--- config.mk ---
export PLATFORM = sky130hd
export DESIGN_NAME = prg_loader_flat
export DESIGN_NICKNAME = d
export VERILOG_FILES = /design/src/c16_bus_pkg.sv /design/src/c16_load_pkg.sv /design/src/load_bus_if.sv /design/src/prg_loader.sv /design/src/flat_wrapper.sv
export SDC_FILE = /design/constraint.sdc
export NUM_CORES = 1
export LEC_CHECK = 0
export ABC_AREA = 0
export BUFFER_PORTS_ARGS = -buffer_cell sky130_fd_sc_hd__buf_2
export CELL_PAD_IN_SITES_DETAIL_PLACEMENT = 0
export CELL_PAD_IN_SITES_GLOBAL_PLACEMENT = 1
export CORE_UTILIZATION = 40
export CTS_BUF_LIST = sky130_fd_sc_hd__clkbuf_16
export CTS_CLUSTER_SIZE = 20
export DETAILED_ROUTE_END_ITERATION = 10
export PLACE_DENSITY = 0.87
export SYNTH_ARGS = -nofsm -noshare
export SYNTH_HDL_FRONTEND = slang
export SYNTH_SLANG_ARGS = --single-unit
--- constraint.sdc ---
create_clock -name clk_sys -period 3.6 [get_ports clk_sys]
set_clock_uncertainty 0.05 [all_clocks]
set_input_delay 0.36 -clock clk_sys [delete_from_list [all_inputs] [get_ports clk_sys]]
set_output_delay 0.36 -clock clk_sys [all_outputs]
set_load 0.1 [all_outputs]
--- src/c16_bus_pkg.sv ---
package c16_bus_pkg;

	////////////////////
	// CPU bus types

	typedef logic [15:0] cpu_addr_t;
	typedef logic [7:0]  cpu_data_t;

	// Address inside one 16 KB ROM image
	typedef logic [13:0] rom_addr_t;

	////////////////////
	// Plus/4 banking

	typedef logic [1:0] bank_t;

	// BASIC low, kernal high
	localparam bank_t BANK_SYS  = 2'd0;
	localparam bank_t BANK_CART = 2'd1;
	localparam bank_t BANK_FUNC = 2'd2;

	// Upper address bits of the FDD0-FDDF banking register
	localparam logic [11:0] BANK_REG_PAGE = 12'hFDD;

	// Page always served by the kernal
	localparam logic [7:0] KERNAL_PAGE = 8'hFC;

	// Deselected images float high on the wired-AND bus
	localparam cpu_data_t BUS_IDLE = 8'hFF;

	////////////////////
	// Read bus image positions

	localparam int NUM_IMG     = 6;
	localparam int IMG_KERNAL  = 0;
	localparam int IMG_BASIC   = 1;
	localparam int IMG_FUNC_LO = 2;
	localparam int IMG_FUNC_HI = 3;
	localparam int IMG_CART_LO = 4;
	localparam int IMG_CART_HI = 5;

endpackage

--- src/c16_load_pkg.sv ---
package c16_load_pkg;

	////////////////////
	// Host download

	typedef logic [24:0] load_addr_t;

	localparam logic [7:0] IDX_PRG = 8'h01;
	localparam logic [7:0] IDX_ROM = 8'h03;
	localparam logic [7:0] IDX_CRT = 8'h81;

	// 16 KB slot number, download address bits 24..14
	typedef logic [10:0] slot_t;

	// Slots under IDX_ROM
	localparam slot_t SLOT_KERNAL  = 11'd1;
	localparam slot_t SLOT_BASIC   = 11'd2;
	localparam slot_t SLOT_FUNC_LO = 11'd3;
	localparam slot_t SLOT_FUNC_HI = 11'd4;

	// Slots under IDX_CRT
	localparam slot_t SLOT_CART_LO = 11'd0;
	localparam slot_t SLOT_CART_HI = 11'd1;

	////////////////////
	// BASIC pointers patched after a PRG load
	// Alternating low and high byte of the program end address

	localparam logic [15:0] PRG_PTRS [0:7] = '{
		16'h002D, 16'h002E,
		16'h002F, 16'h0030,
		16'h0031, 16'h0032,
		16'h009D, 16'h009E
	};

endpackage

--- src/load_bus_if.sv ---
`timescale 1ns/1ps

interface load_bus_if ();
	import c16_bus_pkg::*;
	import c16_load_pkg::*;

	// High for the whole file
	logic       download;
	logic [7:0] index;

	// One-cycle strobe, addr and data valid with it
	logic       wr;
	load_addr_t addr;
	cpu_data_t  data;

	modport sink (
		input download,
		input index,
		input wr,
		input addr,
		input data
	);

endinterface

--- src/prg_loader.sv ---
`timescale 1ns/1ps

module prg_loader (
	input  logic                   clk_sys,
	input  logic                   reset,
	load_bus_if.sink               ld,
	output c16_bus_pkg::cpu_addr_t dl_addr_o,
	output c16_bus_pkg::cpu_data_t dl_data_o,
	output logic                   dl_wr_o
);
	import c16_bus_pkg::*;
	import c16_load_pkg::*;

	logic       is_prg;
	logic       prg_wr;
	logic       hdr_byte;
	logic       dl_prev;
	logic       dl_end;
	logic [3:0] patch_cnt;
	logic [2:0] ptr_idx;

	// Running RAM address, holds the end address once the file is done
	cpu_addr_t  run_addr;

	assign is_prg   = (ld.index == IDX_PRG);
	assign prg_wr   = ld.download & is_prg & ld.wr;
	assign hdr_byte = (ld.addr[24:1] == '0);
	assign dl_end   = dl_prev & ~ld.download & is_prg;
	assign ptr_idx  = patch_cnt[3:1];

	always_ff @(posedge clk_sys) begin
		if (reset) begin
			dl_prev <= 1'b0;
		end else begin
			dl_prev <= ld.download;
		end
	end

	////////////////////
	// Pointer patch sequencer
	// Odd counts write one pointer, the count wraps to idle after 15

	always_ff @(posedge clk_sys) begin
		if (reset) begin
			patch_cnt <= '0;
		end else if (ld.download && is_prg) begin
			patch_cnt <= '0;
		end else if (dl_end) begin
			patch_cnt <= 4'd1;
		end else if (patch_cnt != '0) begin
			patch_cnt <= patch_cnt + 4'd1;
		end
	end

	always_ff @(posedge clk_sys) begin
		if (reset) begin
			dl_wr_o <= 1'b0;
		end else begin
			dl_wr_o <= (prg_wr & ~hdr_byte) | patch_cnt[0];
		end
	end

	////////////////////
	// Address and data toward the RAM loader port

	always_ff @(posedge clk_sys) begin
		if (prg_wr) begin
			// First two bytes carry the load address
			if (ld.addr == '0) begin
				run_addr[7:0] <= ld.data;
			end else if (ld.addr == load_addr_t'(1)) begin
				run_addr[15:8] <= ld.data;
			end else begin
				dl_addr_o <= run_addr;
				dl_data_o <= ld.data;
				run_addr  <= run_addr + 16'd1;
			end
		end else if (patch_cnt[0]) begin
			dl_addr_o <= PRG_PTRS[ptr_idx];
			dl_data_o <= patch_cnt[1] ? run_addr[15:8] : run_addr[7:0];
		end
	end

endmodule

--- src/flat_wrapper.sv ---
// flat-port wrapper written by rule: the top's interface ports become plain ports
module prg_loader_flat import c16_bus_pkg::*; import c16_load_pkg::*;
  (clk_sys, reset, dl_addr_o, dl_data_o, dl_wr_o, ld_download, ld_index, ld_wr, ld_addr, ld_data);
  load_bus_if ld_i ();
  input  logic clk_sys;
  input  logic reset;
  output c16_bus_pkg::cpu_addr_t dl_addr_o;
  output c16_bus_pkg::cpu_data_t dl_data_o;
  output logic dl_wr_o;
  input wire logic [$bits(ld_i.download)-1:0] ld_download;
  input wire logic [$bits(ld_i.index)-1:0] ld_index;
  input wire logic [$bits(ld_i.wr)-1:0] ld_wr;
  input wire logic [$bits(ld_i.addr)-1:0] ld_addr;
  input wire logic [$bits(ld_i.data)-1:0] ld_data;
  assign ld_i.download = ld_download;
  assign ld_i.index = ld_index;
  assign ld_i.wr = ld_wr;
  assign ld_i.addr = ld_addr;
  assign ld_i.data = ld_data;
  prg_loader u_core (.clk_sys(clk_sys), .reset(reset), .ld(ld_i), .dl_addr_o(dl_addr_o), .dl_data_o(dl_data_o), .dl_wr_o(dl_wr_o));
endmodule
* After elaboration in Yosys (flattened, before gate mapping)
Memory sizes are Yosys's and may differ from the RTL's.
Index checks and enable logic that the tools add are counted.
W data, S select, Z words.
** Word-level totals
- Register bits :: 46
- Latch bits :: 0
- Memory bits (writable) :: 0
- Memory bits (read-only) :: 128
- Input bits :: 45
- Output and inout port bits :: 25
- Logic and storage cells :: 54
- Memories :: 1
** Memories
- (name not given) :: words 8, width 16, read ports 1, clocked after memory_dff 0, wr ports 0, RTL line prg_loader.sv:79 : dl_addr_o <= PRG_PTRS[ptr_idx];
** Cells by class
- Add/subtract/negate cells :: 2
- Multiply operators :: 0
- Div/mod/pow operators :: 0
- $lt $le $gt $ge :: 1
- Equal/unequal tests :: 5
- Shifts and indexed selects :: 0
- Muxes and demuxes :: 16
- Bitwise operators :: 10
- Reduce and logical (&&, ||, !) cells :: 11
** Operator list (number)
- $mux W16 :: 6
- $mux W8 :: 8
- $eq A25 B1 Y1 const B :: 1
- $logic_not A25 Y1 :: 1
- $logic_not A24 Y1 :: 1
- $add A16 B1 Y16 const B :: 1
- $eq A8 B1 Y1 const B :: 1
- $and A1 B1 Y1 :: 5
- $add A4 B1 Y4 const B :: 1
- $ge A4 B4 Y1 const B :: 1
- $ne A2 B2 Y1 const B :: 2
- $not A3 Y4 :: 1
- $reduce_and A2 Y1 :: 2
- $reduce_bool A2 Y1 :: 2
- $reduce_bool A4 Y1 :: 1
- $not A1 Y1 :: 3
- $reduce_and A3 Y1 :: 1
- $reduce_or A3 Y1 :: 1
- $mux W1 :: 2
- $ne A2 B1 Y1 const B :: 1
- $reduce_or A2 Y1 :: 1
- $logic_and A1 B1 Y1 :: 1
- $or A1 B1 Y1 :: 1

* Longest topological paths before layout
- Word-level depth :: 6
- Gate-level depth with buffers :: 7
- Mapped depth without buffers :: 6

* Least setup slack after synthesis
No wires, ideal clock.
- Kind :: input -> register
- Start :: input port ld_index[0]
- End :: register u_core.dl_addr_o[0] (enable)
- Setup time :: 438 ps
- Data arrival time :: 2682 ps
- Data required time :: 3112 ps
- Setup slack :: 429 ps
- Stages on the path :: 4
- Buffers on the path :: 1
- Cells stage by stage :: nor4b_1 > and4_1 > clkbuf_1 > o21ai_0
** Between the ends
- Cells in the longest elaborated chain, start to end :: 5
- Elaborated cells on any way between the ends :: 7
- Classes of those cells :: eq/ne: 3; bitwise: 2; reduce/logical: 2
** Ends and longest elaborated chain
- from (decl) :: RTL line flat_wrapper.sv:11 : input wire logic [$bits(ld_i.index)-1:0] ld_index;
- $eq A8 B1 Y1 * :: RTL line prg_loader.sv:25 : assign is_prg = (ld.index == IDX_PRG);
- $and A1 B1 Y1 * (2 in series) :: RTL line prg_loader.sv:26 : assign prg_wr = ld.download & is_prg & ld.wr;
- $ne A2 B2 Y1 (no source line) / $reduce_bool A2 Y1 (equally long branches)
- $reduce_and A3 Y1 (no source line) *
- to (signal assigned) :: RTL line prg_loader.sv:74 : dl_addr_o <= run_addr;
- to (signal assigned) :: RTL line prg_loader.sv:79
- to (decl) :: RTL line prg_loader.sv:7 : output c16_bus_pkg::cpu_addr_t dl_addr_o,
Every way passes the cells marked *; elsewhere a longest branch is shown, timed or not.
A chain may end at the register's enable or synchronous reset.

* Worst setup path in the final report
- Start :: input port ld_index[1]
- End :: register u_core.run_addr[3] (enable)
** Between the ends
- Cells in the longest elaborated chain, start to end :: 4
** Ends and longest elaborated chain
- $eq A8 B1 Y1 :: RTL line prg_loader.sv:25
- $and A1 B1 Y1 (2 in series) :: RTL line prg_loader.sv:26
- $reduce_and A2 Y1 (no source line)
- to (signal assigned) :: RTL line prg_loader.sv:70 : run_addr[7:0] <= ld.data;
- to (signal assigned) :: RTL line prg_loader.sv:76 : run_addr <= run_addr + 16'd1;
- to (decl) :: RTL line prg_loader.sv:23 : cpu_addr_t run_addr;
Every way passes these cells.

==> flow_results.xml <==
<?xml version="1.0" encoding="UTF-8"?>
<metrics>
  <group name="clock_tree">
    <metric name="cts-resized-gates" unit="">0</metric>
    <metric name="post_cts_hold_buffer_count" unit="">0</metric>
    <metric name="cts_setup_buffers" unit="">0</metric>
    <metric name="ctsRootBufferMaster" unit="">clkbuf_16</metric>
    <metric name="clk_path_buf_depth" unit="">2</metric>
    <metric name="cts_inserted_buffers" unit="">5</metric>
    <metric name="clk_pin_slew" unit="ns">0.06</metric>
    <metric name="worst_skew_pair.late_latency" unit="ns">0.28</metric>
    <metric name="clock-sinks" unit="">46</metric>
    <metric name="cts_htree_levels" unit="">2</metric>
    <metric name="cts_tree" unit="">yes</metric>
  </group>
  <group name="placement">
    <metric name="io_buffers" unit="">69</metric>
    <metric name="hpwlAfterDp" unit="mm">3.73</metric>
    <metric name="gp_routability_congestion" unit="">0.825</metric>
    <metric name="place_ws" unit="ns">1.18</metric>
    <metric name="number_of_placed_instances_with_taps_included" unit="">335</metric>
  </group>
  <group name="routing">
    <metric name="drt_drc_violations_left" unit="">0</metric>
    <metric name="final_antenna_violating_net_count" unit="">0</metric>
    <metric name="drt_iter0_markers" unit="">149</metric>
    <metric name="routed_wire_length_per_instance" unit="um">14.8</metric>
    <metric name="wl" unit="mm">5.08</metric>
    <metric name="via_per_inst" unit="">5.25</metric>
    <metric name="dr_total_vias" unit="">1800</metric>
    <metric name="detail_route.first_pass.iterations" unit="">4</metric>
  </group>
  <group name="power">
    <metric name="p_total" unit="mW">1.54</metric>
    <metric name="leakage" unit="nW">1.07</metric>
    <metric name="irDropWorstVdd" unit="uV">290</metric>
    <metric name="power_density" unit="nW/um2">524</metric>
  </group>
  <group name="floorplan">
    <metric name="fp.dieW" unit="um">78.8</metric>
    <metric name="number_of_cell_rows" unit="">27</metric>
    <metric name="die-height" unit="um">78.8</metric>
    <metric name="top_level_pins" unit="">70</metric>
    <metric name="die_area" unit="um2">6210</metric>
    <metric name="initial_core_util" unit="">0.421</metric>
    <metric name="core" unit="um2">5610</metric>
  </group>
  <group name="critical_path">
    <metric name="critical_path.top_delay_family" unit="">simple AND/OR/NAND/NOR gates</metric>
    <metric name="cp-start-kind" unit="">input pin</metric>
    <metric name="worstSetupEndpoint" unit="">u_core.run_addr[3]$_DFFE_PP_</metric>
    <metric name="worstPathCellList" unit="">buf_2, nor4b_1, nand4_1, nor2_1</metric>
    <metric name="critical-path-max-stage-delay" unit="ns">0.73</metric>
    <metric name="timing.critical_path.buf_inv" unit="">1</metric>
    <metric name="criticalPathCategory" unit="">input pin to flop</metric>
    <metric name="crit_path_start" unit="">ld_index[1]</metric>
    <metric name="crit_required" unit="ns">3.46</metric>
    <metric name="cell_type_of_the_slowest_stage_on_the_worst_timing_path" unit="">nor2_1</metric>
    <metric name="crit_path_end_kind" unit="">flop</metric>
    <metric name="reg2reg_setup_slack" unit="ns">1.54</metric>
    <metric name="crit_arrival" unit="ns">2.08</metric>
    <metric name="worst_r2r_endpoint" unit="">u_core.run_addr[14]$_DFFE_PP_</metric>
    <metric name="reg2reg_from" unit="">u_core.run_addr[0]$_DFFE_PP_</metric>
    <metric name="worstRegToRegCells" unit="">5</metric>
    <metric name="path_max_fanout" unit="">9</metric>
    <metric name="cp.depth" unit="">4</metric>
  </group>
  <group name="global_route">
    <metric name="grt-ovfl-total" unit="">0</metric>
    <metric name="maximum_number_of_pins_on_one_net_before_global_route_repair" unit="">27</metric>
    <metric name="first_global_vias" unit="">1709</metric>
    <metric name="grt_pass1_wl" unit="mm">8.18</metric>
    <metric name="initial_antenna_violation_count" unit="">0</metric>
    <metric name="grtUsageTotal" unit="">0.177</metric>
    <metric name="globalRouteMet3Util" unit="">0.0379</metric>
    <metric name="fraction_of_met2_tracks_used_by_global_routing" unit="">0.293</metric>
    <metric name="gr-usage-met1" unit="">0.218</metric>
    <metric name="busiest_layer" unit="">met2</metric>
  </group>
  <group name="synthesis">
    <metric name="syn-instance-count" unit="">198</metric>
    <metric name="synth-seq-area-share" unit="">0.560</metric>
    <metric name="synth_area_per_cell" unit="um2">11.9</metric>
    <metric name="netlist-cell-type-count" unit="">26</metric>
    <metric name="synth_xor_xnor_area_share" unit="">0.0631</metric>
    <metric name="synth_fp_nets" unit="">248</metric>
    <metric name="yosys_warns" unit="">0</metric>
    <metric name="muxShareOfSynthArea" unit="">0.118</metric>
    <metric name="synthSimpleGateAreaFrac" unit="">0.168</metric>
    <metric name="fraction_of_the_mapped_netlist_area_in_adder_cells" unit="">0.0265</metric>
    <metric name="synth_compound_area_frac" unit="">0.0456</metric>
    <metric name="synthesis.area" unit="um2">2360</metric>
    <metric name="synth_seq_cells" unit="">46</metric>
    <metric name="largest_family_of_logic_cells_by_synthesized_area" unit="">simple AND/OR/NAND/NOR gates</metric>
  </group>
  <group name="timing">
    <metric name="finalWorstSetupSlack" unit="ns">1.39</metric>
    <metric name="report.final.setup_viol" unit="">0</metric>
    <metric name="timing.hold.ws" unit="ns">0.262</metric>
    <metric name="slew-limit-headroom" unit="">0.196</metric>
    <metric name="rsz0062_at_grt" unit="">false</metric>
    <metric name="clock.fmax" unit="GHz">0.452</metric>
    <metric name="hold_viol_final" unit="">0</metric>
    <metric name="final_max_slew_violation_count" unit="">0</metric>
    <metric name="setup_total_negative_slack" unit="ns">0</metric>
    <metric name="max_slew.worst_pin.slew" unit="ns">1.21</metric>
    <metric name="period_minus_slack" unit="ns">2.21</metric>
    <metric name="final.period_utilization" unit="">0.615</metric>
  </group>
  <group name="run_status">
    <metric name="outcome" unit="">finished clean</metric>
  </group>
  <group name="final_layout">
    <metric name="layout_common_cells" unit="">69 x buf_2, 40 x edfxtp_1, 20 x nand2_1</metric>
    <metric name="area.growth.synth_to_final" unit="%">25.0</metric>
    <metric name="post_route_cells_drive_above_1_share" unit="">0.343</metric>
    <metric name="number_of_diodes" unit="">0</metric>
    <metric name="layout_commonest_cell" unit="">buf_2</metric>
    <metric name="stdcell_count" unit="">343</metric>
    <metric name="nNetsFinal" unit="">320</metric>
  </group>
  <group name="run">
    <metric name="max_cap_violations" unit="">0</metric>
  </group>
  <group name="hold_path">
    <metric name="hold_path.class" unit="">input pin to flop</metric>
  </group>
</metrics>
==> stage by stage <==
stage	utilization	cell area, um2
floorplan	-	2360
global placement	0.497	2790
detailed placement	0.497	2790
CTS	0.526	2950
global route	0.526	2950
finish	0.526	2950
==> kinds of logic after synthesis <==
group / count (synthesis)
adders and majority gates: 5
buffers and inverters: 12
xor gates and xnor gates: 17
muxes: 26
and+or+nand+nor: 72
AOI/OAI and AO/OA: 20
DFF: 46
==> power by group <==
group	internal (mW)	switching [mW]	total, mW
sequential	0.638	0.0158	0.653
combinational	0.0619	0.325	0.387
clock	0.322	0.182	0.504
total	1.02	0.522	1.54
==> cell type report <==
class | count | area, um2
clock buffer | 5 | 125
fill | 516 | 2660
tap | 72 | 90.1
clock inverter | 3 | 37.5
timing repair buffer | 70 | 353
inverter | 7 | 26.3
multi-input combinational | 140 | 996
sequential | 46 | 1320
==> synth_stat cells <==
cell type	number	area share
xnor2_1	7	0.026
nand4_1	5	0.013
ha_1	5	0.027
nor4_1	14	0.037
nand2_1	20	0.032
o21a_1	2	0.0064
o21ai_0	13	0.028
nor3_4	2	0.014
inv_1	7	0.011
edfxtp_1	40	0.51
mux2_2	14	0.067
nand3_1	6	0.013
buf_1	1	0.0016
dfxtp_1	6	0.051
nor3b_1	1	0.0032
nor2_1	7	0.011
nor4b_1	1	0.0037
a21oi_1	4	0.0085
and4_1	1	0.0037
clkbuf_1	4	0.0064
nor3_1	5	0.011
a211oi_1	1	0.0032
and2_1	9	0.024
xor2_1	10	0.037
mux2i_1	12	0.051
nor2b_1	1	0.0027
==> worst min path at each step <==
stage                              startpoint                                to  slack, ns  depth (start not counted)
CTS                               ld_download  u_core.patch_cnt[0]$_SDFFE_PP0P_       0.26                          2
global placement    u_core.dl_prev$_SDFF_PP0_  u_core.patch_cnt[0]$_SDFFE_PP0P_       0.46                          2
global route                      ld_download  u_core.patch_cnt[0]$_SDFFE_PP0P_       0.27                          2
finish                            ld_download  u_core.patch_cnt[0]$_SDFFE_PP0P_       0.26                          2
floorplan                               reset         u_core.dl_wr_o$_SDFF_PP0_       0.38                          1
detailed placement  u_core.dl_prev$_SDFF_PP0_  u_core.patch_cnt[0]$_SDFFE_PP0P_       0.48                          2
==> worst reg2reg max path, stage by stage (launching register included) <==
cell and delay [ns]:
edfxtp_1 0.47, ha_1 0.24, nand3_1 0.27, nor4_1 0.41, xor2_1 0.10, mux2_2 0.27
==> routing by layer <==
| layer | part of all wire | up-vias | wire, um |
|---|---|---|---|
| met5 | 0 | - | 0 |
| met1 | 0.43 | 830 | 2170 |
| li1 | - | 884 | - |
| met3 | 0.066 | 12 | 333 |
| met4 | 0.032 | 0 | 163 |
| met2 | 0.48 | 74 | 2420 |
==> flip-flops by register name, indices dropped and copies added (netlist names) <==
| name | count |
|---|---|
| u_core.dl_data_o | 8 |
| u_core.dl_wr_o | 1 |
| u_core.dl_prev | 1 |
| u_core.patch_cnt | 4 |
| u_core.dl_addr_o | 16 |
| u_core.run_addr | 16 |
Note: power is estimated with default switching activity, not from simulation.
