$ cat src/c16_bus_pkg.sv
package c16_bus_pkg;

	////////////////////
	// CPU bus types

	typedef logic [15:0] cpu_addr_t;
	typedef logic [7:0]  cpu_data_t;

	// Address inside one 16 KB ROM image
	typedef logic [13:0] rom_addr_t;

	////////////////////
	// Plus/4 banking

	typedef logic [1:0] bank_t;

	// BASIC low, kernal high
	localparam bank_t BANK_SYS  = 2'd0;
	localparam bank_t BANK_CART = 2'd1;
	localparam bank_t BANK_FUNC = 2'd2;

	// Upper address bits of the FDD0-FDDF banking register
	localparam logic [11:0] BANK_REG_PAGE = 12'hFDD;

	// Page always served by the kernal
	localparam logic [7:0] KERNAL_PAGE = 8'hFC;

	// Deselected images float high on the wired-AND bus
	localparam cpu_data_t BUS_IDLE = 8'hFF;

	////////////////////
	// Read bus image positions

	localparam int NUM_IMG     = 6;
	localparam int IMG_KERNAL  = 0;
	localparam int IMG_BASIC   = 1;
	localparam int IMG_FUNC_LO = 2;
	localparam int IMG_FUNC_HI = 3;
	localparam int IMG_CART_LO = 4;
	localparam int IMG_CART_HI = 5;

endpackage

$ cat src/c16_load_pkg.sv
package c16_load_pkg;

	////////////////////
	// Host download

	typedef logic [24:0] load_addr_t;

	localparam logic [7:0] IDX_PRG = 8'h01;
	localparam logic [7:0] IDX_ROM = 8'h03;
	localparam logic [7:0] IDX_CRT = 8'h81;

	// 16 KB slot number, download address bits 24..14
	typedef logic [10:0] slot_t;

	// Slots under IDX_ROM
	localparam slot_t SLOT_KERNAL  = 11'd1;
	localparam slot_t SLOT_BASIC   = 11'd2;
	localparam slot_t SLOT_FUNC_LO = 11'd3;
	localparam slot_t SLOT_FUNC_HI = 11'd4;

	// Slots under IDX_CRT
	localparam slot_t SLOT_CART_LO = 11'd0;
	localparam slot_t SLOT_CART_HI = 11'd1;

	////////////////////
	// BASIC pointers patched after a PRG load
	// Alternating low and high byte of the program end address

	localparam logic [15:0] PRG_PTRS [0:7] = '{
		16'h002D, 16'h002E,
		16'h002F, 16'h0030,
		16'h0031, 16'h0032,
		16'h009D, 16'h009E
	};

endpackage

$ cat src/cpu_bus_if.sv
`timescale 1ns/1ps

interface cpu_bus_if ();
	import c16_bus_pkg::*;

	cpu_addr_t addr;
	cpu_data_t wdata;

	// High for a read cycle
	logic rnw;

	// Chip selects, all active low
	logic cs_ram_n;
	logic cs0_n;
	logic cs1_n;
	logic cs_io_n;

	modport sink (
		input addr,
		input wdata,
		input rnw,
		input cs_ram_n,
		input cs0_n,
		input cs1_n,
		input cs_io_n
	);

endinterface

$ cat src/load_bus_if.sv
`timescale 1ns/1ps

interface load_bus_if ();
	import c16_bus_pkg::*;
	import c16_load_pkg::*;

	// High for the whole file
	logic       download;
	logic [7:0] index;

	// One-cycle strobe, addr and data valid with it
	logic       wr;
	load_addr_t addr;
	cpu_data_t  data;

	modport sink (
		input download,
		input index,
		input wr,
		input addr,
		input data
	);

endinterface

$ cat src/mem_map.sv
`timescale 1ns/1ps

module mem_map (
	input  logic                                    clk_sys,
	input  logic                                    reset,
	input  logic                                    model_i,
	load_bus_if.sink                                ld,
	cpu_bus_if.sink                                 cpu,
	output logic [c16_bus_pkg::NUM_IMG-1:0]         rom_wr_o,
	output logic [c16_bus_pkg::NUM_IMG-1:0]         rom_sel_o,
	input  c16_bus_pkg::cpu_data_t                  ram_rdata_i,
	input  c16_bus_pkg::cpu_data_t                  rom_rdata_i [c16_bus_pkg::NUM_IMG],
	output c16_bus_pkg::cpu_data_t                  cpu_rdata_o
);
	import c16_bus_pkg::*;
	import c16_load_pkg::*;

	logic  plus4;
	logic  cart_lo_ok;
	logic  cart_hi_ok;
	logic  is_rom;
	logic  is_crt;
	logic  cart_hold;
	logic  io_prev;
	logic  bank_wr;
	logic  kern;
	slot_t slot;
	bank_t bank_lo;
	bank_t bank_hi;

	assign slot   = ld.addr[24:14];
	assign is_rom = (ld.index == IDX_ROM);
	assign is_crt = (ld.index == IDX_CRT);

	////////////////////
	// ROM load routing

	assign rom_wr_o[IMG_KERNAL]  = ld.wr & is_rom & (slot == SLOT_KERNAL);
	assign rom_wr_o[IMG_BASIC]   = ld.wr & is_rom & (slot == SLOT_BASIC);
	assign rom_wr_o[IMG_FUNC_LO] = ld.wr & is_rom & (slot == SLOT_FUNC_LO);
	assign rom_wr_o[IMG_FUNC_HI] = ld.wr & is_rom & (slot == SLOT_FUNC_HI);
	assign rom_wr_o[IMG_CART_LO] = ld.wr & is_crt & (slot == SLOT_CART_LO);
	assign rom_wr_o[IMG_CART_HI] = ld.wr & is_crt & (slot == SLOT_CART_HI);

	// Model is latched while reset is held
	always_ff @(posedge clk_sys) begin
		if (reset) begin
			plus4 <= model_i;
		end
	end

	always_ff @(posedge clk_sys) begin
		if (reset) begin
			cart_lo_ok <= 1'b0;
			cart_hi_ok <= 1'b0;
		end else begin
			if (rom_wr_o[IMG_CART_LO]) begin
				cart_lo_ok <= 1'b1;
			end
			if (rom_wr_o[IMG_CART_HI]) begin
				cart_hi_ok <= 1'b1;
			end
		end
	end

	////////////////////
	// Banking register at FDD0-FDDF, Plus/4 only

	assign cart_hold = plus4 & ld.download & is_crt;
	assign bank_wr   = plus4 & io_prev & ~cpu.cs_io_n & ~cpu.rnw
		& (cpu.addr[15:4] == BANK_REG_PAGE);

	always_ff @(posedge clk_sys) begin
		if (reset) begin
			io_prev <= 1'b1;
		end else begin
			io_prev <= cpu.cs_io_n;
		end
	end

	always_ff @(posedge clk_sys) begin
		if (reset || cart_hold) begin
			bank_lo <= BANK_SYS;
			bank_hi <= BANK_SYS;
		end else if (bank_wr) begin
			bank_lo <= cpu.addr[1:0];
			bank_hi <= cpu.addr[3:2];
		end
	end

	////////////////////
	// Chip-select decode

	assign kern = (cpu.addr[15:8] == KERNAL_PAGE);

	assign rom_sel_o[IMG_KERNAL]  = ~cpu.cs1_n & ((bank_hi == BANK_SYS) | kern);
	assign rom_sel_o[IMG_BASIC]   = ~cpu.cs0_n & (bank_lo == BANK_SYS);
	assign rom_sel_o[IMG_FUNC_LO] = ~cpu.cs0_n & (bank_lo == BANK_FUNC);
	assign rom_sel_o[IMG_FUNC_HI] = ~cpu.cs1_n & (bank_hi == BANK_FUNC) & ~kern;
	assign rom_sel_o[IMG_CART_LO] = ~cpu.cs0_n & cart_lo_ok & (bank_lo == BANK_CART);
	assign rom_sel_o[IMG_CART_HI] = ~cpu.cs1_n & cart_hi_ok & (bank_hi == BANK_CART) & ~kern;

	// Wired-AND read bus
	always_comb begin
		cpu_rdata_o = ram_rdata_i;
		for (int i = 0; i < NUM_IMG; i++) begin
			cpu_rdata_o = cpu_rdata_o & rom_rdata_i[i];
		end
	end

endmodule

$ cat src/flat_wrapper.sv
// flat-port wrapper written by rule: the top's interface ports become plain ports
module mem_map_flat import c16_bus_pkg::*; import c16_load_pkg::*;
  (clk_sys, reset, model_i, rom_wr_o, rom_sel_o, ram_rdata_i, rom_rdata_i, cpu_rdata_o, ld_download, ld_index, ld_wr, ld_addr, ld_data, cpu_addr, cpu_wdata, cpu_rnw, cpu_cs_ram_n, cpu_cs0_n, cpu_cs1_n, cpu_cs_io_n);
  load_bus_if ld_i ();
  cpu_bus_if cpu_i ();
  input  logic clk_sys;
  input  logic reset;
  input  logic model_i;
  output logic [c16_bus_pkg::NUM_IMG-1:0] rom_wr_o;
  output logic [c16_bus_pkg::NUM_IMG-1:0] rom_sel_o;
  input  c16_bus_pkg::cpu_data_t ram_rdata_i;
  input  c16_bus_pkg::cpu_data_t rom_rdata_i[c16_bus_pkg::NUM_IMG];
  output c16_bus_pkg::cpu_data_t cpu_rdata_o;
  input wire logic [$bits(ld_i.download)-1:0] ld_download;
  input wire logic [$bits(ld_i.index)-1:0] ld_index;
  input wire logic [$bits(ld_i.wr)-1:0] ld_wr;
  input wire logic [$bits(ld_i.addr)-1:0] ld_addr;
  input wire logic [$bits(ld_i.data)-1:0] ld_data;
  input wire logic [$bits(cpu_i.addr)-1:0] cpu_addr;
  input wire logic [$bits(cpu_i.wdata)-1:0] cpu_wdata;
  input wire logic [$bits(cpu_i.rnw)-1:0] cpu_rnw;
  input wire logic [$bits(cpu_i.cs_ram_n)-1:0] cpu_cs_ram_n;
  input wire logic [$bits(cpu_i.cs0_n)-1:0] cpu_cs0_n;
  input wire logic [$bits(cpu_i.cs1_n)-1:0] cpu_cs1_n;
  input wire logic [$bits(cpu_i.cs_io_n)-1:0] cpu_cs_io_n;
  assign ld_i.download = ld_download;
  assign ld_i.index = ld_index;
  assign ld_i.wr = ld_wr;
  assign ld_i.addr = ld_addr;
  assign ld_i.data = ld_data;
  assign cpu_i.addr = cpu_addr;
  assign cpu_i.wdata = cpu_wdata;
  assign cpu_i.rnw = cpu_rnw;
  assign cpu_i.cs_ram_n = cpu_cs_ram_n;
  assign cpu_i.cs0_n = cpu_cs0_n;
  assign cpu_i.cs1_n = cpu_cs1_n;
  assign cpu_i.cs_io_n = cpu_cs_io_n;
  mem_map u_core (.clk_sys(clk_sys), .reset(reset), .model_i(model_i), .ld(ld_i), .cpu(cpu_i), .rom_wr_o(rom_wr_o), .rom_sel_o(rom_sel_o), .ram_rdata_i(ram_rdata_i), .rom_rdata_i(rom_rdata_i), .cpu_rdata_o(cpu_rdata_o));
endmodule
$ cat config.mk
export PLATFORM = sky130hd
export DESIGN_NAME = mem_map_flat
export DESIGN_NICKNAME = d
export VERILOG_FILES = /design/src/c16_bus_pkg.sv /design/src/c16_load_pkg.sv /design/src/cpu_bus_if.sv /design/src/load_bus_if.sv /design/src/mem_map.sv /design/src/flat_wrapper.sv
export SDC_FILE = /design/constraint.sdc
export NUM_CORES = 1
export LEC_CHECK = 0
export BUFFER_PORTS_ARGS = -buffer_cell sky130_fd_sc_hd__buf_2
export CORE_AREA = 2 2 58 60
export CTS_CLUSTER_DIAMETER = 40
export DETAILED_ROUTE_END_ITERATION = 10
export DIE_AREA = 0 0 60 62
export GPL_TIMING_DRIVEN = 0
export PLACE_DENSITY_LB_ADDON = 0.12
export SKIP_CTS_REPAIR_TIMING = 1
export SLEW_MARGIN = 20
export SYNTH_ARGS = -nofsm -noshare
export SYNTH_HDL_FRONTEND = slang
export SYNTH_SLANG_ARGS = --single-unit
export TNS_END_PERCENT = 1
$ cat constraint.sdc
create_clock -name clk_sys -period 1.5 [get_ports clk_sys]
set_input_delay 0.075 -clock clk_sys [delete_from_list [all_inputs] [get_ports clk_sys]]
set_output_delay 0.075 -clock clk_sys [all_outputs]
set_load 0.005 [all_outputs]
; After elaboration in Yosys (flattened, before gate mapping)
; Cells that the tools add are included.
[totals]
elab_cells = 58
ff_bits = 8
in_bits = 131
[classes]
n_reduce_logical = 4
bitwise_logic = 36
eq_ne = 12
[ops]
columns = operator, count
row1 = AND 8 bit, 6
row2 = AND 1 bit, 24
row3 = "equality test 11 x 2 -> 1 bit, second input constant", 2
row4 = "equality test 8 bit, second input constant", 2
row5 = "equality test 12 bit, second input constant", 1
row6 = "equality test 11 x 1 -> 1 bit, second input constant", 1
row7 = "equality test 11 x 3 -> 1 bit, second input constant", 1
row8 = zero test 11 bit, 1
row9 = "equality test 8 x 2 -> 1 bit, second input constant", 1
row10 = inverter 1 bit, 5
row11 = "equality test 2 x 1 -> 1 bit, second input constant", 2
row12 = "equality test 2 bit, second input constant", 2
row13 = zero test 2 bit, 2
row14 = logical OR 1 bit, 1
row15 = OR 1 bit, 1

; Logic depth before layout (Yosys ltp)
; Gate-level depths: netlist of run 1.
[logic_depth]
ltp_word = 6
mapped_depth = 4

; Worst setup path after synthesis of run 1
; Ideal clock, no wire load.
[synth_timing]
path_kind = reg-to-reg
from = register u_core.io_prev
to = register u_core.bank_hi[0]
path_stages_with_launch = 5
setup_slack_ps = 337
synth_period_minus_slack_ps = 1163
t_arrival_ps = 1044
n_path_buf = 0
cell_sequence = dfxtp_1 -> nand2b_1 -> or4_4 -> o21ai_1 -> a21oi_1
[synth_between]
elab_chain_cells = 4
[synth_rtl]
columns = element, line
row1 = from (decl), mem_map.sv:24  ; logic io_prev;
row2 = from (signal assigned), mem_map.sv:77  ; io_prev <= cpu.cs_io_n;
row3 = AND 1 bit (3 in a row), mem_map.sv:70  ; assign bank_wr = plus4 & io_prev & ~cpu.cs_io_n & ~cpu.rnw
row4 = AND 1 bit, mem_map.sv:71  ; & (cpu.addr[15:4] == BANK_REG_PAGE);
row5 = to (signal assigned), mem_map.sv:87  ; bank_hi <= cpu.addr[3:2];
row6 = to (decl), mem_map.sv:29  ; bank_t bank_hi;
; No other way between the ends.
; A chain may end at the register's enable or synchronous reset.

; Worst setup path after layout of run 1
[layout_timing]
from = input port ld_index[3]
to = output port rom_wr_o[1] in the netlist's numbering
[layout_between]
elab_chain_cells = 3
[layout_rtl]
columns = element, line
row1 = from (decl), flat_wrapper.sv:15  ; input wire logic [$bits(ld_i.index)-1:0] ld_index;
row2 = equality test 8 x 2 -> 1 bit, mem_map.sv:32  ; assign is_rom = (ld.index == IDX_ROM);
row3 = AND 1 bit (2 in a row), mem_map.sv:39  ; assign rom_wr_o[IMG_BASIC] = ld.wr & is_rom & (slot == SLOT_BASIC);
row4 = to (decl), flat_wrapper.sv:9  ; output logic [c16_bus_pkg::NUM_IMG-1:0] rom_wr_o;
; No other way between the ends.

==> impl_metrics.ini, run 1 <==
[outcome]
status = finished clean

[min_path]
hp-class = in -> reg
holdPathStages = 2
hp-start = cpu_cs_io_n
worstHoldEndpoint = u_core.io_prev$_SDFF_PP1_

[critical_path]
reg2reg_setup_slack_ns = 0.26
crit_family = simple AND/OR/NAND/NOR gates
path_cells = buf_2, nor4b_4, nand4_1, nor3b_2, and4b_1, buf_2
required_ns = 1.42
cp_max_fo = 4
critical_path_arrival_ns = 1.26
crit_slowest_cell = nor4b_4
start_kind = input pin
crit_path_frequent_cell = buf_2
setup.worst_path.class = in -> out
crit_path_max_incr_delay_ns = 0.32
ff2ff_path_depth = 4
endpoint_kind = output pin
crit_buf_inv = 2
r2r-start = u_core.io_prev$_SDFF_PP1_
r2r_end = u_core.bank_hi[0]$_SDFFE_PP0P_

[routing]
vias = 1139
totalWireLength_um = 2530
initialDrtViolationCount = 6
drc = 0
drt-vias-per-instance = 4.47
wl_per_cell_um = 9.92
dr.pass1.iters = 3
ant_nets = 0

[final_layout]
diodes = 0
fin_cells = 255
filler_cell_count = 320
finalNetCount = 341
syn_to_final_growth_pct = 110
final_layout_size_suffix_gt1_share_pct = 62.7

[timing]
rsz0062_at_grt = false
fin_ws_ns = 0.169
clock_skew_ns = 0.0106
fin_crit_sh_pct = 88.7
hold_ws_ns = 0.0188
slew_viol_final = 0
max_freq_ghz = 0.751
setup_violations = 0
tightest_slew_ns = 0.442
hold_viol = 0
slew_headroom_pct = 70.1
fin_crit_ns = 1.33
tns_ns = 0

[yosys]
yosys_warnings = 0
syn_nets = 216
async_reset_ff_share_pct = 0
yosysTopAreaCellShare_pct = 21.8
synthAdderAreaFrac_pct = 0
ys.flop_type = dfxtp_1
synth.largest_area_cell = dfxtp_1
ys_seq_elements = 8
synthTopCellsByArea = dfxtp_1 22%, nand4_1 12%, nand3_1 9.3%, nor2_1 9.3%, edfxtp_1 4.7%
syn-instance-count = 85
synth.area.mux_share_pct = 0
synthXorXnorAreaFrac_pct = 0
ys_top_cells_by_count = 16 x nor2_1, 12 x nand3_1, 12 x nand4_1, 7 x dfxtp_1
yosysUniqueCellTypes = 26
synth_compound_area_share_pct = 10.9
syn_area_um2 = 643
yosysMostFrequentCell = nor2_1
synth-edff-count = 1
seq_area_frac_synth_pct = 26.5
syn_avg_cell_area_um2 = 7.57
synthSimpleGateAreaFrac_pct = 62.6
synth_top_family_by_area = simple AND/OR/NAND/NOR gates

[placement]
dp_worst_setup_slack_ns = 0.0836
dp.cells = 250
finalWeightedCongestion = 0.694
io_buffers = 119
hpwl_um = 2340

[job]
maxCapViolCount = 0

[floorplan]
core_area_um2 = 3180
die_area_um2 = 3720
io_pins = 151
die_h_um = 62
initial_utilization_pct = 20.2
rows = 21
dieWidth_um = 60

[global_route]
grt_use_total_pct = 12.5
grt_pass1_vias = 976
grt_antenna_before_repair = 0
grt.overflow.total = 0
grt_max_degree = 6
grt_pass1_wl_um = 3630

[power]
power-per-cell-area_nw_per_um2 = 427
ir_drop_v = 0.000347
p_leak_nw = 0.699
total_power_mw = 0.575

[clocking]
clk_path_buf_depth = 2
cts_inserted_buffers = 3
clk_latency_ns = 0.25
root_buffer = clkbuf_4
cts_sinks = 8
cts_tree = built
clk_pin_slew_worst_paths_ns = 0.06
cts_max_level = 1
## cells by family (layout without fill, tap and decap cells)
family,count (synthesis),count (layout)
flops,8,8
buf+inv,0,124
simple gates,66,66
compound gates,11,11
## registers in the layout, indices dropped and copies added, names as in the netlist
signal and flops:
u_core.bank_hi 2, u_core.bank_lo 2, u_core.cart_hi_ok 1, u_core.cart_lo_ok 1
u_core.io_prev 1, u_core.plus4 1
## how the worst max path moves through the flow
stage,from,to,slack [ns],cells after the start
final,ld_index[3],rom_wr_o[1],0.17,6
after global placement,ld_index[3],rom_wr_o[2],0.13,6
after CTS,ld_index[3],rom_wr_o[1],0.07,6
after floorplan,u_core.io_prev$_SDFF_PP1_,u_core.bank_hi[0]$_SDFFE_PP0P_,0.34,4
after global routing,ld_index[3],rom_wr_o[0],0.002,6
after detailed placement,ld_index[3],rom_wr_o[3],0.08,6
## worst reg2reg max path, delay by kind of cell (launching register included)
family,cells,cell delay (ns)
AO/OA/AOI/OAI,2,0.22
AND/OR/NAND/NOR,2,0.59
flip-flops,1,0.31
## routing by layer
layer / wire (µm) / track usage (%) / vias to the layer above / share of wire, %
li1: - / - / 587 / -
met1: 951 / 13.4 / 476 / 38
met2: 1270 / 23.8 / 72 / 50
met3: 282 / 2.90 / 4 / 11
met4: 25 / 4.44 / 0 / 0.99
met5: 0 / 0 / - / 0
## report_power, final
part / leakage, nW / internal (mW) / switching, mW / total [mW]
registers: 0.0664 / 0.221 / 0.00204 / 0.223
logic: 0.618 / 0.113 / 0.0639 / 0.177
clock network: 0.0150 / 0.102 / 0.0736 / 0.175
## cell usage in the layout (no fill, tap or decap)
cell,synthesis,final
nor3b_2,1,1
buf_2,0,119
and3b_1,1,1
and2_1,1,1
nor4_1,2,1
clkbuf_4,0,3
dfxtp_1,7,7
nor2b_1,1,1
nand4_1,12,12
nor2_1,16,16
edfxtp_1,1,1
nor4_2,1,2
nor4b_4,0,1
nor3_1,3,3
a21oi_1,4,4
nand3b_1,2,2
nor4b_1,2,2
nor4b_2,2,1
nand2_1,3,3
and4b_1,2,2
dlygate4sd3_1,0,1
nor3b_1,1,1
or2_2,1,1
a41o_1,1,1
clkbuf_1,0,1
or4_4,1,1
and4_1,1,1
nand3_1,12,12
o21ai_1,4,4
o21ba_2,2,2
nand2b_1,1,1
## layout make-up
cell class / count / area [µm²] / share of cell area (%)
Clock buffer: 4 / 26.3 / 1.95
Tap cell: 46 / 57.6 / 4.27
Sequential cell: 8 / 170 / 12.6
Multi-Input combinational cell: 77 / 488 / 36.2
Timing Repair Buffer: 120 / 606 / 44.9
## through the flow
step	util [%]	cell area [µm²]
after floorplan	-	643
after global placement	40.8	1300
after detailed placement	40.8	1300
after CTS	41.6	1320
after global routing	42.4	1350
final	42.4	1350
No activity file was read; power rests on OpenSTA's default activity.
==> run 2: changes to the inputs <==
--- a/config.mk
+++ b/config.mk
@@ -6,11 +6,12 @@
 export NUM_CORES = 1
 export LEC_CHECK = 0
 export BUFFER_PORTS_ARGS = -buffer_cell sky130_fd_sc_hd__buf_2
-export CORE_AREA = 2 2 58 60
+export CORE_ASPECT_RATIO = 1.4
+export CORE_MARGIN = 1.5
+export CORE_UTILIZATION = 20
 export CTS_CLUSTER_DIAMETER = 40
 export DETAILED_ROUTE_END_ITERATION = 10
-export DIE_AREA = 0 0 60 62
-export GPL_TIMING_DRIVEN = 0
+export GPL_TIMING_DRIVEN = 1
 export PLACE_DENSITY_LB_ADDON = 0.12
 export SKIP_CTS_REPAIR_TIMING = 1
 export SLEW_MARGIN = 20
==> constraint.sdc (replaced) <==
create_clock -name clk_sys -period 1.15 [get_ports clk_sys]
set_input_delay 0.0575 -clock clk_sys [delete_from_list [all_inputs] [get_ports clk_sys]]
set_output_delay 0.0575 -clock clk_sys [all_outputs]
set_load 0.005 [all_outputs]
==> run 2 against run 1 <==
Compared with the run above: sequential share of layout area shrank 1.1 points; core utilization grew 5.3 points; worst setup slack lost 0.27 ns; sequential power grew 31%; largest cell class unchanged; wire length grew 3.4%; the run now ends with negative setup slack left; die area shrank 4.0%; critical endpoint unchanged; non-clock buffer count grew 6.
==> impl_metrics.ini, run 2 (synthesized netlist as in run 1, its figures left out) <==
[min_path]
hp-class = in -> reg

[clocking]
root_buffer = clkbuf_8
cts_max_level = 1
clk_path_buf_depth = 2
cts_sinks = 8
clk_pin_slew_worst_paths_ns = 0.04
cts_inserted_buffers = 3
cts_tree = built
clk_latency_ns = 0.22

[final_layout]
finalNetCount = 347
layout_common_cells = 114 x buf_2, 16 x nor2_1, 12 x nand4_1, 12 x nand3_1
multi_input_area_um2 = 531
largest_registers = u_core.bank_hi (2), u_core.bank_lo (2)
filler_cell_count = 302
layout_commonest_cell = buf_2
seq_area_um2 = 170
diodes = 0
final_layout_size_suffix_gt1_share_pct = 66.5
syn_to_final_growth_pct = 129

[power]
switchingPower_mw = 0.195
intPower_mw = 0.695
p_clk_share_pct = 38.2
sw_frac_of_total_pct = 21.9
power-per-cell-area_nw_per_um2 = 603
p_leak_nw = 0.760
p_seq_share_pct = 32.8
total_power_mw = 0.889
ir_drop_v = 0.000406
p_comb_share_pct = 28.9

[routing]
totalWireLength_um = 2620
vias = 1171
initialDrtViolationCount = 13
drc = 0
dr.pass1.iters = 4
drt-vias-per-instance = 4.61
wl_per_cell_um = 10.3
ant_nets = 0

[critical_path]
endpoint = rom_wr_o[1]
r2r-start = u_core.io_prev$_SDFF_PP1_
ff2ff_path_depth = 4
cp_max_fo = 4
critical_path_arrival_ns = 1.19
r2r_end = u_core.bank_lo[0]$_SDFFE_PP0P_
required_ns = 1.09
setup.worst_path.class = in -> out
reg2reg_setup_slack_ns = -0.01
start_kind = input pin
endpoint_kind = output pin
critPathLaunch = ld_addr[21]

[timing]
tightest_slew_ns = 0.294
fin_crit_ns = 1.25
tns_ns = -0.355
slew_viol_final = 0
clock_skew_ns = 0.00420
fin_ws_ns = -0.101
hold_viol = 0
max_freq_ghz = 0.799
rsz0062_at_grt = true
slew_headroom_pct = 80.4
hold_ws_ns = 0.0165
setup_violations = 8
fin_crit_sh_pct = 109

[floorplan]
dieWidth_um = 50.9
die_h_um = 70.1
rows = 24
io_pins = 151
die_area_um2 = 3570
core_area_um2 = 3090
initial_utilization_pct = 20.8

[global_route]
grt_use_total_pct = 14.1
grt_antenna_before_repair = 0
grt_pass1_wl_um = 4120
grt_max_degree = 6
grt_pass1_vias = 1105
grt.overflow.total = 0

[outcome]
status = finished with violations
violations = negative setup slack

[placement]
io_buffers = 119
hpwl_um = 2330
finalWeightedCongestion = 0.684

[job]
maxCapViolCount = 0
-- run 2: worst max-delay path, cell delays in order --
cell and delay [ns]:
buf_6 0.10, nor4b_4 0.30, nand4_1 0.14, nor3b_2 0.27, and4b_1 0.22, buf_2 0.11
-- run 2: metal layers --
metal  part of all wire (%)  vias to the layer above  GRT usage, %
li1                       -                      597             -
met1                     37                      490          14.4
met2                     50                       82          27.6
met3                     12                        2          2.78
met4                   0.38                        0          3.60
met5                      0                        -             0
-- run 2: layout make-up --
cell class,instances,area share (%)
Tap cell,39,3.31
Clock buffer,4,3.06
Multi-Input combinational cell,77,36.0
Sequential cell,8,11.5
Timing Repair Buffer,126,46.1
-- run 2: through the flow --
step	instance area (µm²)	worst slack, ns	utilization, %	cells
5_1_grt	1470	-0.206	47.7	254
6_report	1470	-0.101	47.7	254
3_3_place_gp	1340	-0.110	43.3	250
2_1_floorplan	643	0.0635	-	85
3_5_place_dp	1340	-0.164	43.3	250
4_1_cts	1390	-0.165	44.8	254
-- run 2: how the worst min path moves through the flow --
stage,end,slack [ns],start,cells after the start
after CTS,u_core.plus4$_DFFE_PP_,0.01,model_i,1
after global routing,u_core.plus4$_DFFE_PP_,0.008,model_i,1
after floorplan,rom_sel_o[1],0.15,cpu_cs0_n,1
after detailed placement,u_core.plus4$_DFFE_PP_,0.25,model_i,1
final,u_core.plus4$_DFFE_PP_,0.02,model_i,1
after global placement,u_core.plus4$_DFFE_PP_,0.24,model_i,1
-- run 2: power by group through the flow --
stage,logic (mW),registers (mW),clock network (mW)
2_1_floorplan,0.0426,0.296,0
3_3_place_gp,0.224,0.296,0
3_5_place_dp,0.232,0.296,0
4_1_cts,0.232,0.292,0.353
5_1_grt,0.286,0.292,0.377
6_report,0.257,0.292,0.340
==> run 3: changes to the inputs <==
--- a/config.mk
+++ b/config.mk
@@ -6,13 +6,15 @@
 export NUM_CORES = 1
 export LEC_CHECK = 0
 export BUFFER_PORTS_ARGS = -buffer_cell sky130_fd_sc_hd__buf_2
-export CORE_ASPECT_RATIO = 1.4
+export CORE_ASPECT_RATIO = 1.1
 export CORE_MARGIN = 1.5
 export CORE_UTILIZATION = 20
 export CTS_CLUSTER_DIAMETER = 40
 export DETAILED_ROUTE_END_ITERATION = 10
 export GPL_TIMING_DRIVEN = 1
+export HOLD_SLACK_MARGIN = 0.03
 export PLACE_DENSITY_LB_ADDON = 0.12
+export REMOVE_ABC_BUFFERS = 1
 export SKIP_CTS_REPAIR_TIMING = 1
 export SLEW_MARGIN = 20
 export SYNTH_ARGS = -nofsm -noshare
==> run 3 against run 2 <==
Compared with the run above: the run still ends with negative setup slack left; die area fell by 0.12%; clock-buffer cell count is the same; clock power down 33%; wire length grew 1.2%; non-clock buffer count increased by 2; core utilization is 0.61 points lower; fmax down 1.8%; design area down 2.7%; clock skew is 0.0020 ns higher; combinational power hardly changed; register-to-register slack worse by 0.11 ns; global-route usage increased by 0.25 points.
==> impl_metrics.ini, run 3 (synthesized netlist as in run 1, its figures left out) <==
[outcome]
status = finished with violations
violations = negative setup slack

[global_route]
grt_pass1_wl_um = 4240
grt_use_total_pct = 14.3
grt_pass1_vias = 1111
grt_antenna_before_repair = 0
grt_max_degree = 6
grt.overflow.total = 0

[power]
p_leak_nw = 0.750
ir_drop_v = 0.000340
power-per-cell-area_nw_per_um2 = 540

[clocking]
cts_inserted_buffers = 3
root_buffer = clkbuf_4
clk_latency_ns = 0.25
clk_pin_slew_worst_paths_ns = 0.06
cts_tree = built
clk_path_buf_depth = 2
cts_sinks = 8
cts_max_level = 1

[critical_path]
crit_path_max_incr_delay_ns = 0.52
endpoint_kind = flop
path_cells = nand2b_1, or4_4, o21ai_1, a21oi_1
start_kind = flop
setup.worst_path.class = reg -> reg
crit_buf_inv = 0
required_ns = 1.29
crit_slowest_cell = or4_4
crit_family = simple AND/OR/NAND/NOR gates
cp_max_fo = 4
critical_path_arrival_ns = 1.42

[placement]
hpwl_um = 2330
finalWeightedCongestion = 0.703
io_buffers = 119

[timing]
fin_crit_sh_pct = 111
tns_ns = -0.889
rsz0062_at_grt = true
max_freq_ghz = 0.785
hold_viol = 0
hold_ws_ns = 0.0472
fin_crit_ns = 1.27
tightest_slew_ns = 0.406
setup_violations = 9
fin_ws_ns = -0.124
slew_headroom_pct = 72.5
slew_viol_final = 0
clock_skew_ns = 0.00616

[routing]
totalWireLength_um = 2650
ant_nets = 0
vias = 1159
drc = 0
wl_per_cell_um = 10.5
dr.pass1.iters = 2
initialDrtViolationCount = 37
drt-vias-per-instance = 4.62

[job]
maxCapViolCount = 0

[floorplan]
dieWidth_um = 57.1
die_area_um2 = 3570
io_pins = 151
die_h_um = 62.5
initial_utilization_pct = 21.1
rows = 21
core_area_um2 = 3050

[final_layout]
filler_cell_count = 310
finalNetCount = 349
seq_area_um2 = 171
final_layout_size_suffix_gt1_share_pct = 65.0
largest_registers = u_core.bank_hi (2), u_core.bank_lo (2)
syn_to_final_growth_pct = 123
layout_common_cells = 117 x buf_2, 16 x nor2_1, 12 x nand4_1, 12 x nand3_1, 7 x buf_4
multi_input_area_um2 = 513
diodes = 0
layout_commonest_cell = buf_2

[min_path]
hp-class = in -> reg
-- run 3: final timing paths --
check / from / end / slack, ns / cells past startpoint
setup / recovery: u_core.io_prev$_SDFF_PP1_ / u_core.bank_hi[1]$_SDFFE_PP0P_ / -0.12 / 4
hold / removal: reset / u_core.plus4$_DFFE_PP_ / 0.05 / 1
setup reg to reg: u_core.io_prev$_SDFF_PP1_ / u_core.bank_hi[1]$_SDFFE_PP0P_ / -0.12 / 4
hold reg to reg: u_core.cart_hi_ok$_SDFFE_PP0P_ / u_core.cart_hi_ok$_SDFFE_PP0P_ / 0.49 / 1
-- run 3: power by group --
part | internal, mW | switching (mW)
Clock | 0.133 | 0.0964
Sequential | 0.288 | 0.00325
Combinational | 0.163 | 0.0904
-- run 3: layer usage --
metal	up-vias	share of wire [%]	track usage [%]
li1	601	-	-
met1	479	35	14.9
met2	73	51	27.0
met3	6	12	3.93
met4	0	1.7	4.36
met5	-	0	0
-- run 3: cell type report --
cell class | instances | share of cell area [%]
multi-input combinational | 77 | 35.8
tap | 34 | 2.97
clock buffer | 4 | 1.83
timing repair buffer | 128 | 47.5
sequential | 8 | 12.0
-- run 3: through the flow --
step	util (%)	area, µm²	total power [mW]	std cells	setup WS (ns)
global route	47.0	1430	0.835	251	-0.250
CTS	44.6	1360	0.770	249	-0.185
detailed placement	43.8	1330	0.529	245	-0.176
global placement	43.8	1330	0.522	245	-0.121
floorplan	-	643	0.338	85	-0.0129
finish	47.0	1430	0.774	251	-0.124
